### src/amo_consts.svh
`ifndef AMO_CONSTS_SVH
`define AMO_CONSTS_SVH

`define AMO_XLEN       32             // Data and address width.
`define AMO_NREG       16
`define AMO_REG_W      4              // Register index width.
`define AMO_MEM_WORDS  64
`define AMO_VA_LIMIT   256            // First faulting byte address.
`define AMO_TLB_DELAY  2
`define AMO_MEM_DELAY  2

// Exception codes.
`define AMO_EXC_NONE            2'd0
`define AMO_EXC_MISALIGN_LOAD   2'd1
`define AMO_EXC_MISALIGN_STORE  2'd2
`define AMO_EXC_PAGE_FAULT      2'd3

`endif

### src/amo_pkg.sv
`default_nettype none

`include "amo_consts.svh"

package amo_pkg;

    typedef enum logic [2:0] {
        LR,
        SC,
        SWAP,
        ADD,
        AND,
        OR,
        XOR,
        MAX                                // Signed maximum.
    } amo_op_e;

    typedef enum logic [2:0] {
        IDLE,
        LOOKUP,
        CHECK,
        TLB,
        MEM,
        WB
    } amo_state_e;

    typedef enum logic [1:0] {
        NONE           = `AMO_EXC_NONE,
        MISALIGN_LOAD  = `AMO_EXC_MISALIGN_LOAD,
        MISALIGN_STORE = `AMO_EXC_MISALIGN_STORE,
        PAGE_FAULT     = `AMO_EXC_PAGE_FAULT
    } amo_exc_e;

    typedef logic [3:0] amo_tag_t;

endpackage

`default_nettype wire

### src/amo_if.sv
`timescale 1ns/10ps
`default_nettype none

`include "amo_consts.svh"

interface amo_reg_if;
    logic [`AMO_REG_W-1:0] rs1, rs2;
    logic [`AMO_XLEN-1:0]  rdata1, rdata2;
    modport queue (output rs1, rs2, input rdata1, rdata2);
    modport regs (input rs1, rs2, output rdata1, rdata2);
endinterface

interface amo_tlb_if;
    logic                 req, valid, fault;
    logic [`AMO_XLEN-1:0] vaddr, paddr;
    modport queue (output req, vaddr, input valid, fault, paddr);
    modport tlb (input req, vaddr, output valid, fault, paddr);
endinterface

interface amo_mem_if;
    logic                 req, ready, done;
    amo_pkg::amo_op_e     op;
    logic [`AMO_XLEN-1:0] paddr, wdata, rdata;
    modport queue (output req, op, paddr, wdata, input ready, done, rdata);
    modport mem (input req, op, paddr, wdata, output ready, done, rdata);
endinterface

`default_nettype wire

### src/amo_mem.sv
`timescale 1ns/10ps
`default_nettype none

`include "amo_consts.svh"

module amo_mem (
    input  logic     clk,
    input  logic     rst,
    amo_mem_if.mem   mem_io
);
    localparam int CNT_W = $clog2(`AMO_MEM_DELAY + 1);
    localparam int IDX_W = $clog2(`AMO_MEM_WORDS);

    logic [`AMO_XLEN-1:0] mem [`AMO_MEM_WORDS];
    logic                 busy;
    logic [CNT_W-1:0]     cnt;
    amo_pkg::amo_op_e     op_q;
    logic [IDX_W-1:0]     idx_q, resv_idx;
    logic [`AMO_XLEN-1:0] wdata_q, old_val, new_val;
    logic                 resv_valid, sc_ok, store_en;

    assign mem_io.ready = !busy;
    assign mem_io.done  = busy && (cnt == '0);

    assign old_val  = mem[idx_q];
    assign sc_ok    = resv_valid && (resv_idx == idx_q);
    assign store_en = mem_io.done && op_q != amo_pkg::LR && (op_q != amo_pkg::SC || sc_ok);

    // SC reports its status, everything else the old word.
    assign mem_io.rdata = (op_q == amo_pkg::SC) ? {{(`AMO_XLEN-1){1'b0}}, !sc_ok} : old_val;

    always_comb begin
        case (op_q)
            amo_pkg::SWAP, amo_pkg::SC: new_val = wdata_q;
            amo_pkg::ADD: new_val = old_val + wdata_q;
            amo_pkg::AND: new_val = old_val & wdata_q;
            amo_pkg::OR:  new_val = old_val | wdata_q;
            amo_pkg::XOR: new_val = old_val ^ wdata_q;
            amo_pkg::MAX: new_val = ($signed(old_val) > $signed(wdata_q)) ? old_val : wdata_q;
            default:      new_val = old_val;
        endcase
    end

    always_ff @(posedge clk, posedge rst) begin
        if (rst) begin
            busy       <= 1'b0;
            cnt        <= '0;
            resv_valid <= 1'b0;
        end else begin
            if (mem_io.req && !busy) begin
                busy <= 1'b1;
                cnt  <= CNT_W'(`AMO_MEM_DELAY - 1);
            end else if (busy && cnt != '0) begin
                cnt <= cnt - 1'b1;
            end else if (busy) begin
                busy <= 1'b0;
            end
            if (mem_io.done && op_q == amo_pkg::LR) begin
                resv_valid <= 1'b1;
            end else if (mem_io.done && op_q == amo_pkg::SC) begin
                resv_valid <= 1'b0;
            end else if (store_en && resv_idx == idx_q) begin
                resv_valid <= 1'b0;               // Reserved word overwritten.
            end
        end
    end

    always_ff @(posedge clk) begin
        if (mem_io.req && !busy) begin
            op_q    <= mem_io.op;
            idx_q   <= mem_io.paddr[IDX_W+1:2];
            wdata_q <= mem_io.wdata;
        end
        if (mem_io.done && op_q == amo_pkg::LR) begin
            resv_idx <= idx_q;
        end
        if (store_en) begin
            mem[idx_q] <= new_val;
        end
    end

endmodule

`default_nettype wire

### src/amo_queue.sv
`timescale 1ns/10ps
`default_nettype none

`include "amo_consts.svh"

module amo_queue (
    input  logic                   clk,
    input  logic                   rst,
    input  logic                   in_valid,
    output logic                   in_ready,
    input  amo_pkg::amo_op_e       in_op,
    input  logic [`AMO_REG_W-1:0]  in_rs1,
    input  logic [`AMO_REG_W-1:0]  in_rs2,
    input  logic [`AMO_REG_W-1:0]  in_rd,
    input  logic                   in_we,
    input  amo_pkg::amo_tag_t      in_tag,
    amo_reg_if.queue               reg_io,
    amo_tlb_if.queue               tlb_io,
    amo_mem_if.queue               mem_io,
    output logic                   out_valid,
    input  logic                   out_ready,
    output amo_pkg::amo_tag_t      out_tag,
    output logic [`AMO_REG_W-1:0]  out_rd,
    output logic [`AMO_XLEN-1:0]   out_result,
    output amo_pkg::amo_exc_e      out_exc,
    output logic                   wb_we,
    output logic [`AMO_REG_W-1:0]  wb_addr,
    output logic [`AMO_XLEN-1:0]   wb_wdata
);
    amo_pkg::amo_state_e   state;
    amo_pkg::amo_op_e      op_q;
    amo_pkg::amo_tag_t     tag_q;
    amo_pkg::amo_exc_e     exc_q;
    logic [`AMO_REG_W-1:0] rs1_q, rs2_q, rd_q;
    logic                  we_q;
    logic [`AMO_XLEN-1:0]  addr_data, src_data;
    logic [`AMO_XLEN-1:0]  paddr_q, result_q;
    logic                  tlb_req, mem_req;

    assign in_ready = (state == amo_pkg::IDLE);

    // Operand read.
    assign reg_io.rs1 = rs1_q;
    assign reg_io.rs2 = rs2_q;

    assign tlb_io.req   = tlb_req;
    assign tlb_io.vaddr = addr_data;

    assign mem_io.req   = mem_req;
    assign mem_io.op    = op_q;
    assign mem_io.paddr = paddr_q;
    assign mem_io.wdata = src_data;

    // Instruction and operand latches.
    always_ff @(posedge clk) begin
        if (in_valid && in_ready) begin
            op_q  <= in_op;
            rs1_q <= in_rs1;
            rs2_q <= in_rs2;
            rd_q  <= in_rd;
            we_q  <= in_we;
            tag_q <= in_tag;
        end
        if (state == amo_pkg::LOOKUP) begin
            addr_data <= reg_io.rdata1;
            src_data  <= reg_io.rdata2;
        end
        if (state == amo_pkg::TLB && tlb_io.valid) begin
            paddr_q <= tlb_io.paddr;
        end
        if (state == amo_pkg::MEM && mem_io.done) begin
            result_q <= mem_io.rdata;
        end
    end

    always_ff @(posedge clk, posedge rst) begin
        if (rst) begin
            state   <= amo_pkg::IDLE;
            exc_q   <= amo_pkg::NONE;
            tlb_req <= 1'b0;
            mem_req <= 1'b0;
        end else begin
            case (state)
                amo_pkg::IDLE: begin
                    if (in_valid) begin
                        exc_q <= amo_pkg::NONE;
                        state <= amo_pkg::LOOKUP;
                    end
                end
                amo_pkg::LOOKUP: state <= amo_pkg::CHECK;
                amo_pkg::CHECK: begin
                    if (addr_data[1:0] != 2'b00) begin
                        exc_q <= (op_q == amo_pkg::LR) ? amo_pkg::MISALIGN_LOAD
                                                       : amo_pkg::MISALIGN_STORE;
                        state <= amo_pkg::WB;
                    end else begin
                        tlb_req <= 1'b1;          // One-cycle request pulse.
                        state   <= amo_pkg::TLB;
                    end
                end
                amo_pkg::TLB: begin
                    tlb_req <= 1'b0;
                    if (tlb_io.valid && tlb_io.fault) begin
                        exc_q <= amo_pkg::PAGE_FAULT;
                        state <= amo_pkg::WB;
                    end else if (tlb_io.valid) begin
                        mem_req <= 1'b1;
                        state   <= amo_pkg::MEM;
                    end
                end
                amo_pkg::MEM: begin
                    if (mem_req && mem_io.ready) begin
                        mem_req <= 1'b0;
                    end
                    if (mem_io.done) begin
                        state <= amo_pkg::WB;
                    end
                end
                amo_pkg::WB: begin
                    if (out_ready) begin
                        state <= amo_pkg::IDLE;
                    end
                end
                default: state <= amo_pkg::IDLE;
            endcase
        end
    end

    assign out_valid  = (state == amo_pkg::WB);
    assign out_tag    = tag_q;
    assign out_rd     = rd_q;
    assign out_exc    = exc_q;
    assign out_result = (exc_q == amo_pkg::NONE) ? result_q : '0;

    // Register write on the output handshake.
    assign wb_we    = out_valid && out_ready && we_q && rd_q != '0 && exc_q == amo_pkg::NONE;
    assign wb_addr  = rd_q;
    assign wb_wdata = result_q;

endmodule

`default_nettype wire

### src/amo_regfile.sv
`timescale 1ns/10ps
`default_nettype none

`include "amo_consts.svh"

module amo_regfile (
    input  logic                  clk,
    input  logic                  rst,
    amo_reg_if.regs               reg_io,
    input  logic                  pre_we,
    input  logic [`AMO_REG_W-1:0] pre_addr,
    input  logic [`AMO_XLEN-1:0]  pre_wdata,
    input  logic                  wb_we,
    input  logic [`AMO_REG_W-1:0] wb_addr,
    input  logic [`AMO_XLEN-1:0]  wb_wdata
);
    logic [`AMO_XLEN-1:0] regs [`AMO_NREG];

    always_ff @(posedge clk, posedge rst) begin
        if (rst) begin
            for (int i = 0; i < `AMO_NREG; i++) begin
                regs[i] <= '0;
            end
        end else begin
            if (wb_we && wb_addr != '0) begin
                regs[wb_addr] <= wb_wdata;
            end
            if (pre_we && pre_addr != '0) begin
                regs[pre_addr] <= pre_wdata;      // Later write wins on a clash.
            end
        end
    end

    // Register 0 is hardwired to zero.
    assign reg_io.rdata1 = (reg_io.rs1 == '0) ? '0 : regs[reg_io.rs1];
    assign reg_io.rdata2 = (reg_io.rs2 == '0) ? '0 : regs[reg_io.rs2];

endmodule

`default_nettype wire

### src/amo_translate.sv
`timescale 1ns/10ps
`default_nettype none

`include "amo_consts.svh"

module amo_translate (
    input  logic     clk,
    input  logic     rst,
    amo_tlb_if.tlb   tlb_io
);
    localparam int CNT_W = $clog2(`AMO_TLB_DELAY + 1);

    logic                 busy;
    logic [CNT_W-1:0]     cnt;
    logic [`AMO_XLEN-1:0] vaddr_q;

    always_ff @(posedge clk, posedge rst) begin
        if (rst) begin
            busy <= 1'b0;
            cnt  <= '0;
        end else if (tlb_io.req) begin
            busy <= 1'b1;
            cnt  <= CNT_W'(`AMO_TLB_DELAY - 1);
        end else if (busy) begin
            if (cnt == '0) begin
                busy <= 1'b0;                     // Answer given this cycle.
            end else begin
                cnt <= cnt - 1'b1;
            end
        end
    end

    always_ff @(posedge clk) begin
        if (tlb_io.req) begin
            vaddr_q <= tlb_io.vaddr;
        end
    end

    // Identity mapping below the limit.
    assign tlb_io.valid = busy && (cnt == '0);
    assign tlb_io.fault = (vaddr_q >= `AMO_XLEN'(`AMO_VA_LIMIT));
    assign tlb_io.paddr = vaddr_q;

endmodule

`default_nettype wire

### src/amo_unit.sv
`timescale 1ns/10ps
`default_nettype none

`include "amo_consts.svh"

module amo_unit (
    input  logic                  clk,
    input  logic                  rst,
    input  logic                  in_valid,
    output logic                  in_ready,
    input  amo_pkg::amo_op_e      in_op,
    input  logic [`AMO_REG_W-1:0] in_rs1,
    input  logic [`AMO_REG_W-1:0] in_rs2,
    input  logic [`AMO_REG_W-1:0] in_rd,
    input  logic                  in_we,
    input  amo_pkg::amo_tag_t     in_tag,
    output logic                  out_valid,
    input  logic                  out_ready,
    output amo_pkg::amo_tag_t     out_tag,
    output logic [`AMO_REG_W-1:0] out_rd,
    output logic [`AMO_XLEN-1:0]  out_result,
    output amo_pkg::amo_exc_e     out_exc,
    input  logic                  pre_we,
    input  logic [`AMO_REG_W-1:0] pre_addr,
    input  logic [`AMO_XLEN-1:0]  pre_wdata
);
    logic                  wb_we;
    logic [`AMO_REG_W-1:0] wb_addr;
    logic [`AMO_XLEN-1:0]  wb_wdata;

    amo_reg_if reg_if ();
    amo_tlb_if tlb_if ();
    amo_mem_if mem_if ();

    amo_regfile regfile0 (
        .clk, .rst, .reg_io(reg_if.regs),
        .pre_we, .pre_addr, .pre_wdata,
        .wb_we, .wb_addr, .wb_wdata
    );

    amo_queue queue0 (
        .clk, .rst,
        .in_valid, .in_ready, .in_op, .in_rs1, .in_rs2, .in_rd, .in_we, .in_tag,
        .reg_io(reg_if.queue), .tlb_io(tlb_if.queue), .mem_io(mem_if.queue),
        .out_valid, .out_ready, .out_tag, .out_rd, .out_result, .out_exc,
        .wb_we, .wb_addr, .wb_wdata
    );

    amo_translate translate0 (.clk, .rst, .tlb_io(tlb_if.tlb));

    amo_mem mem0 (.clk, .rst, .mem_io(mem_if.mem));

endmodule

`default_nettype wire

### config.mk
export PLATFORM = sky130hd
export DESIGN_NAME = amo_unit
export DESIGN_NICKNAME = d
export VERILOG_FILES = /design/src/amo_pkg.sv /design/src/amo_if.sv /design/src/amo_mem.sv /design/src/amo_queue.sv /design/src/amo_regfile.sv /design/src/amo_translate.sv /design/src/amo_unit.sv
export VERILOG_INCLUDE_DIRS = /design/src /design/src/src
export SDC_FILE = /design/constraint.sdc
export NUM_CORES = 2
export LEC_CHECK = 0
export BUFFER_PORTS_ARGS = -buffer_cell sky130_fd_sc_hd__clkbuf_2
export CAP_MARGIN = 25
export CORE_AREA = 2 2 454 456
export CTS_CLUSTER_SIZE = 8
export DETAILED_ROUTE_END_ITERATION = 12
export DIE_AREA = 0 0 456 458
export PLACE_DENSITY = 0.75
export SLEW_MARGIN = 20
export SYNTH_ARGS = -nofsm -noshare
export SYNTH_HDL_FRONTEND = slang
export SYNTH_SLANG_ARGS = --single-unit
### constraint.sdc
create_clock -name clk -period 34.5 [get_ports clk]
set_input_delay 3.45 -clock clk [delete_from_list [all_inputs] [get_ports clk]]
set_output_delay 3.45 -clock clk [all_outputs]
set_load 0.05 [all_outputs]
# Word-level counts from Yosys, hierarchy flattened
# Memories as Yosys holds them, arrays and structs flattened. A register that Yosys moved wholly into a read port is not among the register bits.
# Cells that the tools add are included.
op_classes:
  n_addsub: 3
  order_cmp: 8
  eq_ne: 26
  mux: 52
  n_bitwise: 7
  n_reduce_logical: 50
op_table:
  columns: ["op", "count"]
  rows:
  - ["$bwmux 512", 2]
  - ["$mux 512", 2]
  - ["$bmux 32 s4", 2]
  - ["$demux 32 s4", 2]
  - ["$mux 32", 8]
  - ["$pmux 32 s6", 1]
  - ["$add 32x32->32", 1]
  - ["$and 32x32->32", 1]
  - ["$ge 32x9->1 const B", 1]
  - ["$gt 32x32->1", 1]
  - ["$or 32x32->32", 1]
  - ["$xor 32x32->32", 1]
  - ["$logic_and 1x1->1", 22]
  - ["$ge 5x5->1 const B", 4]
  - ["$not 4->5", 4]
  - ["$eq 3x3->1 const B", 6]
  - ["$mux 2", 9]
  - ["$mux 3", 6]
  - ["$pmux 3 s6", 1]
  - ["$mux 1", 15]
  - ["$eq 3x2->1 const B", 4]
  - ["$ne 2x2->1 const B", 6]
  - ["$reduce_and 4->1", 3]
  - ["$reduce_bool 2->1", 6]
  - ["19 further kinds", 37]
word_totals:
  register_bits: 729
  mem_bits_rw: 2048
  inputBits: 61
  output_inout_bits: 44
  word_cells: 188
  mem_count: 1
memory_table:
  columns: ["memory", "words", "word_bits", "read_ports", "rd_clocked_by_memory_dff", "wr", "line_no", "rtl"]
  rows:
  - ["mem0.mem", 64, 32, 1, 1, 1, "amo_mem.sv:14", "logic [`AMO_XLEN-1:0] mem [`AMO_MEM_WORDS];"]

# Depth between registers and ports, before layout
logic_depth:
  ltp_word: 9
  ltp_mapped: 20
  mapped_depth_nobuf: 15

# By module
# Synthesis repeated with hierarchy kept, for this count alone.
hier_totals:
  hier_cells: 7182
  hier_area_um2: 122222.2
modules_own_cells:
  columns: ["mod", "n_inst", "cells_each", "area_each_um2", "seq_area_each_um2"]
  rows:
  - ["amo_mem", 1, 4017, 85479.5, 63130.5]
  - ["amo_regfile", 1, 2871, 30407.9, 12036.5]
  - ["amo_queue", 1, 240, 5171.2, 4619.4]
  - ["amo_translate", 1, 54, 1163.6, 1036.0]

# Least setup slack after synthesis
# No wires, ideal clock.
synth_timing:
  path_kind: "register -> register"
  start: "register (tool-made name)"
  end: "memory mem0.mem[0][31] (netlist name) (data pin)"
  setup_ns: 0.721
  arrival_ns: 7.198
  required_ns: 33.779
  slack_ns: 26.581
  stages_incl_launch_ff: 18
  path_buffers: 5
  period_less_slack_ns: 7.919
  cell_sequence: "dfxtp_1 buf_6 buf_6 buf_2 buf_2 mux4_2 mux4_2 a221oi_2 ha_1 buf_2 nor4_1 nand4_1 or3_1 and2_1 a21oi_1 and3_1 a2111oi_0 a211oi_1"
synth_rtl:
  columns: ["item", "line_no"]
  rows:
  - ["end: declaration", "amo_mem.sv:14"]

==> out/metrics.yaml <==
run_status:
  outcome: "completed"
global_route:
  grt_antenna_before_repair: 21
  grt_overflow_total: 0
  grt_pass1_vias: 72165
  grt_usage_pct: 37.4
  grt_max_degree: 166
  grt_pass1_wl_um: 545000
synth:
  yosysWarnings: 0
  seq_area_frac_synth_pct: 66.3
  synth_seq_cells: 2779
  avgSynthCellArea_um2: 17.4
  syn-num-nets: 7173
  ys_async_sr_fraction_pct: 18.9
  synth_cell_types: 80
  synth_top_area_share_pct: 55.4
  synth_edf_count: 2247
  synthTopCellsByCount: "2247 x edfxtp_1, 961 x mux4_2, 581 x nor2_1"
  syn_inst: 7013
  synth.area.top_cells: "edfxtp_1 55%, mux4_2 18%, dfrtp_1 11%"
  synth_ff_type: "edfxtp_1"
  synthesis.area_um2: 122000
  yosys.area.top_type: "edfxtp_1"
  synth_most_common_cell: "edfxtp_1"
power_and_ir_drop:
  intPower_mw: 6.00
  combPwrFrac_pct: 4.5
  power.density_nw_per_um2: 55.3
  power_frac_clock_pct: 45.2
  swShare_pct: 21.1
  power_frac_seq_pct: 50.3
  p_sw_mw: 1.60
  peakVddDrop_v: 0.0000481
  power_leakage_nw: 46.3
timing:
  slew_headroom_pct: 18.8
  worst_pin_slew_ps: 1210
  maxSlewViolCount: 0
  max_clock_freq_ghz: 0.0974
  finalSetupViolations: 0
  fin_setup_tns_ps: 0
  fin_worst_skew_ps: 94.9
  hold_viol: 0
  period_share_pct: 29.8
  rsz0062_at_grt: "false"
  min_period_ps: 10270
finish:
  drive_gt1_share_pct: 25.9
  nets: 7358
  area_growth_pct: 12.9
  multi_input_area_um2: 39400
  seqCellArea_um2: 80800
  stdcell_count: 10002
  fill_cells: 12700
worst_setup_path:
  cp-start-kind: "register"
  cp_data_required_time_ps: 35110
  crit_chain: "buf_12 -> buf_4 -> buf_4 -> buf_4 -> buf_16 -> mux4_2 -> mux4_2 -> a22o_1 -> a221oi_2 -> ha_1 -> nor4_1 -> nand3_1 -> a21oi_1 -> o41a_1 -> o31a_1 -> and2_2 -> o21ai_0 -> a22oi_2 -> buf_4"
  crit_buf_inv: 6
  cp_data_arrival_time_ps: 10880
  cp_top_family: "buffers and inverters"
  cp_common_cell: "buf_4"
  max_stage_delay_ps: 830
  crit_path_end_kind: "register"
  critPathKind: "reg2reg"
  crit_slowest_cell: "buf_4"
  worst-path-max-fanout: 84
routing:
  vias_per_cell: 7.28
  ant_nets: 0
  drt_wl_total_um: 388000
  drtIter0Drc: 12375
  dr_total_vias: 72855
  drt_first_pass_iters: 8
  routedWlPerCell_um: 38.8
  drc: 0
cts:
  cts_setup_buffers: 0
  clock_latency_ps: 990
  cts_sinks: 2779
  htree_levels: 5
  cts_resized: 0
  cts_hold_buf: 0
  clock_tree.root_cell: "clkbuf_16"
  tritoncts: "done"
  clock_path_buffers: 4
  clk_pin_slew_worst_paths_ps: 50
  cts_buffers: 398
die:
  dieArea_um2: 209000
  die_h_um: 458
  ios: 105
  initial_core_util_pct: 59.8
  rows: 166
  coreArea_um2: 204000
  die_w_um: 456
placement:
  placement.io_buffers: 104
  gp_congestion: 1.02
  hpwl_um: 208000
  place_inst: 9471
worst_hold_path:
  hp-class: "reg2reg"
  worstHoldStart: "queue0.mem_io.wdata[22]$_SDFFCE_PN0P_"
flow_run:
  drv_cap: 0
## layout by cell type (no fill, tap or decap), types with 11 or more instances in the layout
| master | n |
|---|---|
| o21ai_1 | 18 |
| buf_12 | 23 |
| a22o_1 | 16 |
| and2_1 | 42 |
| nor2_4 | 77 |
| clkbuf_2 | 104 |
| a21o_1 | 15 |
| a211oi_1 | 19 |
| nand2_1 | 206 |
| nand2b_1 | 16 |
| o22ai_1 | 14 |
| buf_4 | 183 |
| xnor2_1 | 11 |
| nor3_1 | 20 |
| nor4_1 | 18 |
| edfxtp_1 | 2247 |
| nor2_1 | 503 |
| nor2b_1 | 81 |
| a21oi_1 | 466 |
| clkbuf_16 | 404 |
| dfrtp_1 | 526 |
| clkbuf_1 | 95 |
| a22oi_1 | 17 |
| mux2i_1 | 498 |
| o21ai_0 | 217 |
| inv_1 | 92 |
| buf_16 | 22 |
| mux4_2 | 961 |
| mux2_2 | 14 |
| a221oi_1 | 12 |
| a2bb2oi_4 | 12 |
| ha_1 | 98 |
| nand3_1 | 22 |
| a31oi_1 | 11 |
## state kept, by name, summed over array words and instances (netlist names), 2 cells and up, named ones only
name and cells:
translate0.tlb_io.paddr 30, queue0.reg_io.rs1 4, mem0.mem 2048, queue0.mem_io.wdata 32, mem0.op_q 3, regfile0.regs 512, mem0.resv_idx 6, translate0.cnt 2
queue0.out_exc 2, mem0.wdata_q 32, queue0.wb_wdata 32, queue0.state 3, mem0.idx_q 6, queue0.out_tag 4, queue0.out_rd 4, queue0.mem_io.paddr 6
queue0.mem_io.op 3, queue0.tlb_io.vaddr 32, mem0.cnt 2, queue0.reg_io.rs2 4
## final timing paths
check / end / slack [ps] / cells past startpoint
max reg2reg: mem0.mem[19][18]$_DFFE_PP_ / 24230 / 19
min: mem0.wdata_q[22]$_DFFE_PP_ / 380 / 0
min in group asynchronous: regfile0.regs[106]$_DFF_PP0_ / 2610 / 2
max: mem0.mem[19][18]$_DFFE_PP_ / 24230 / 19
max in group asynchronous: regfile0.regs[159]$_DFF_PP0_ / 29510 / 4
min reg2reg: mem0.wdata_q[22]$_DFFE_PP_ / 380 / 0
## layout make-up
cell class              instances  area share (%)
multi-input cells            3586            28.6
diodes                          6          0.0109
clock inverters                11          0.0683
clock buffers                 499            7.61
repair buffers                337            2.20
flip-flops and latches       2779            58.8
inverters                      96           0.268
well taps                    2688            2.45
## power by group through the flow
stage	Combinational [mW]	Clock (mW)	Sequential [mW]
2_1_floorplan	0.275	0	3.85
3_3_place_gp	0.328	0	3.86
3_5_place_dp	0.342	0	3.88
4_1_cts	0.342	3.45	3.82
5_1_grt	0.375	3.59	3.83
6_report	0.345	3.44	3.82
## kinds of logic after synthesis
family / after synthesis / synth area share (%)
adder cells (fa/ha/maj): 99 / 1.02
XOR/XNOR: 15 / 0.108
buffers and inverters: 648 / 2.22
AND/OR/NAND/NOR: 1068 / 3.85
flip-flops: 2779 / 66.3
multiplexers: 1473 / 22.0
AO/OA/AOI/OAI: 931 / 4.47
## metal layers
metal,GRT usage (%),routed length [µm]
met5,0,162
met4,18.6,22600
met3,12.1,57200
met2,55.9,177000
met1,49.9,131000
## metrics by stage
| step | instance area (µm²) | worst slack, ps | util (%) | total power [mW] | hold WS (ps) |
|---|---|---|---|---|---|
| 5_1_grt | 137000 | 23710 | 67.5 | 7.79 | 386 |
| 6_report | 137000 | 24230 | 67.5 | 7.60 | 381 |
| 2_1_floorplan | 122000 | 16350 | - | 4.12 | 400 |
| 3_3_place_gp | 126000 | 24050 | 61.8 | 4.19 | 376 |
| 3_5_place_dp | 127000 | 24120 | 62.1 | 4.22 | 384 |
| 4_1_cts | 137000 | 23950 | 67.3 | 7.61 | 388 |
## worst register-to-register path, stage by stage, from the launching register on
cell	delay (ps)
dfxtp_4	820
buf_12	610
buf_4	830
buf_4	900
buf_4	520
buf_16	330
mux4_2	560
mux4_2	510
a22o_1	260
a221oi_2	620
ha_1	480
nor4_1	530
nand3_1	170
a21oi_1	170
o41a_1	280
o31a_1	260
and2_2	800
o21ai_0	300
a22oi_2	320
buf_4	580
Power figures use the tool's default switching activity.
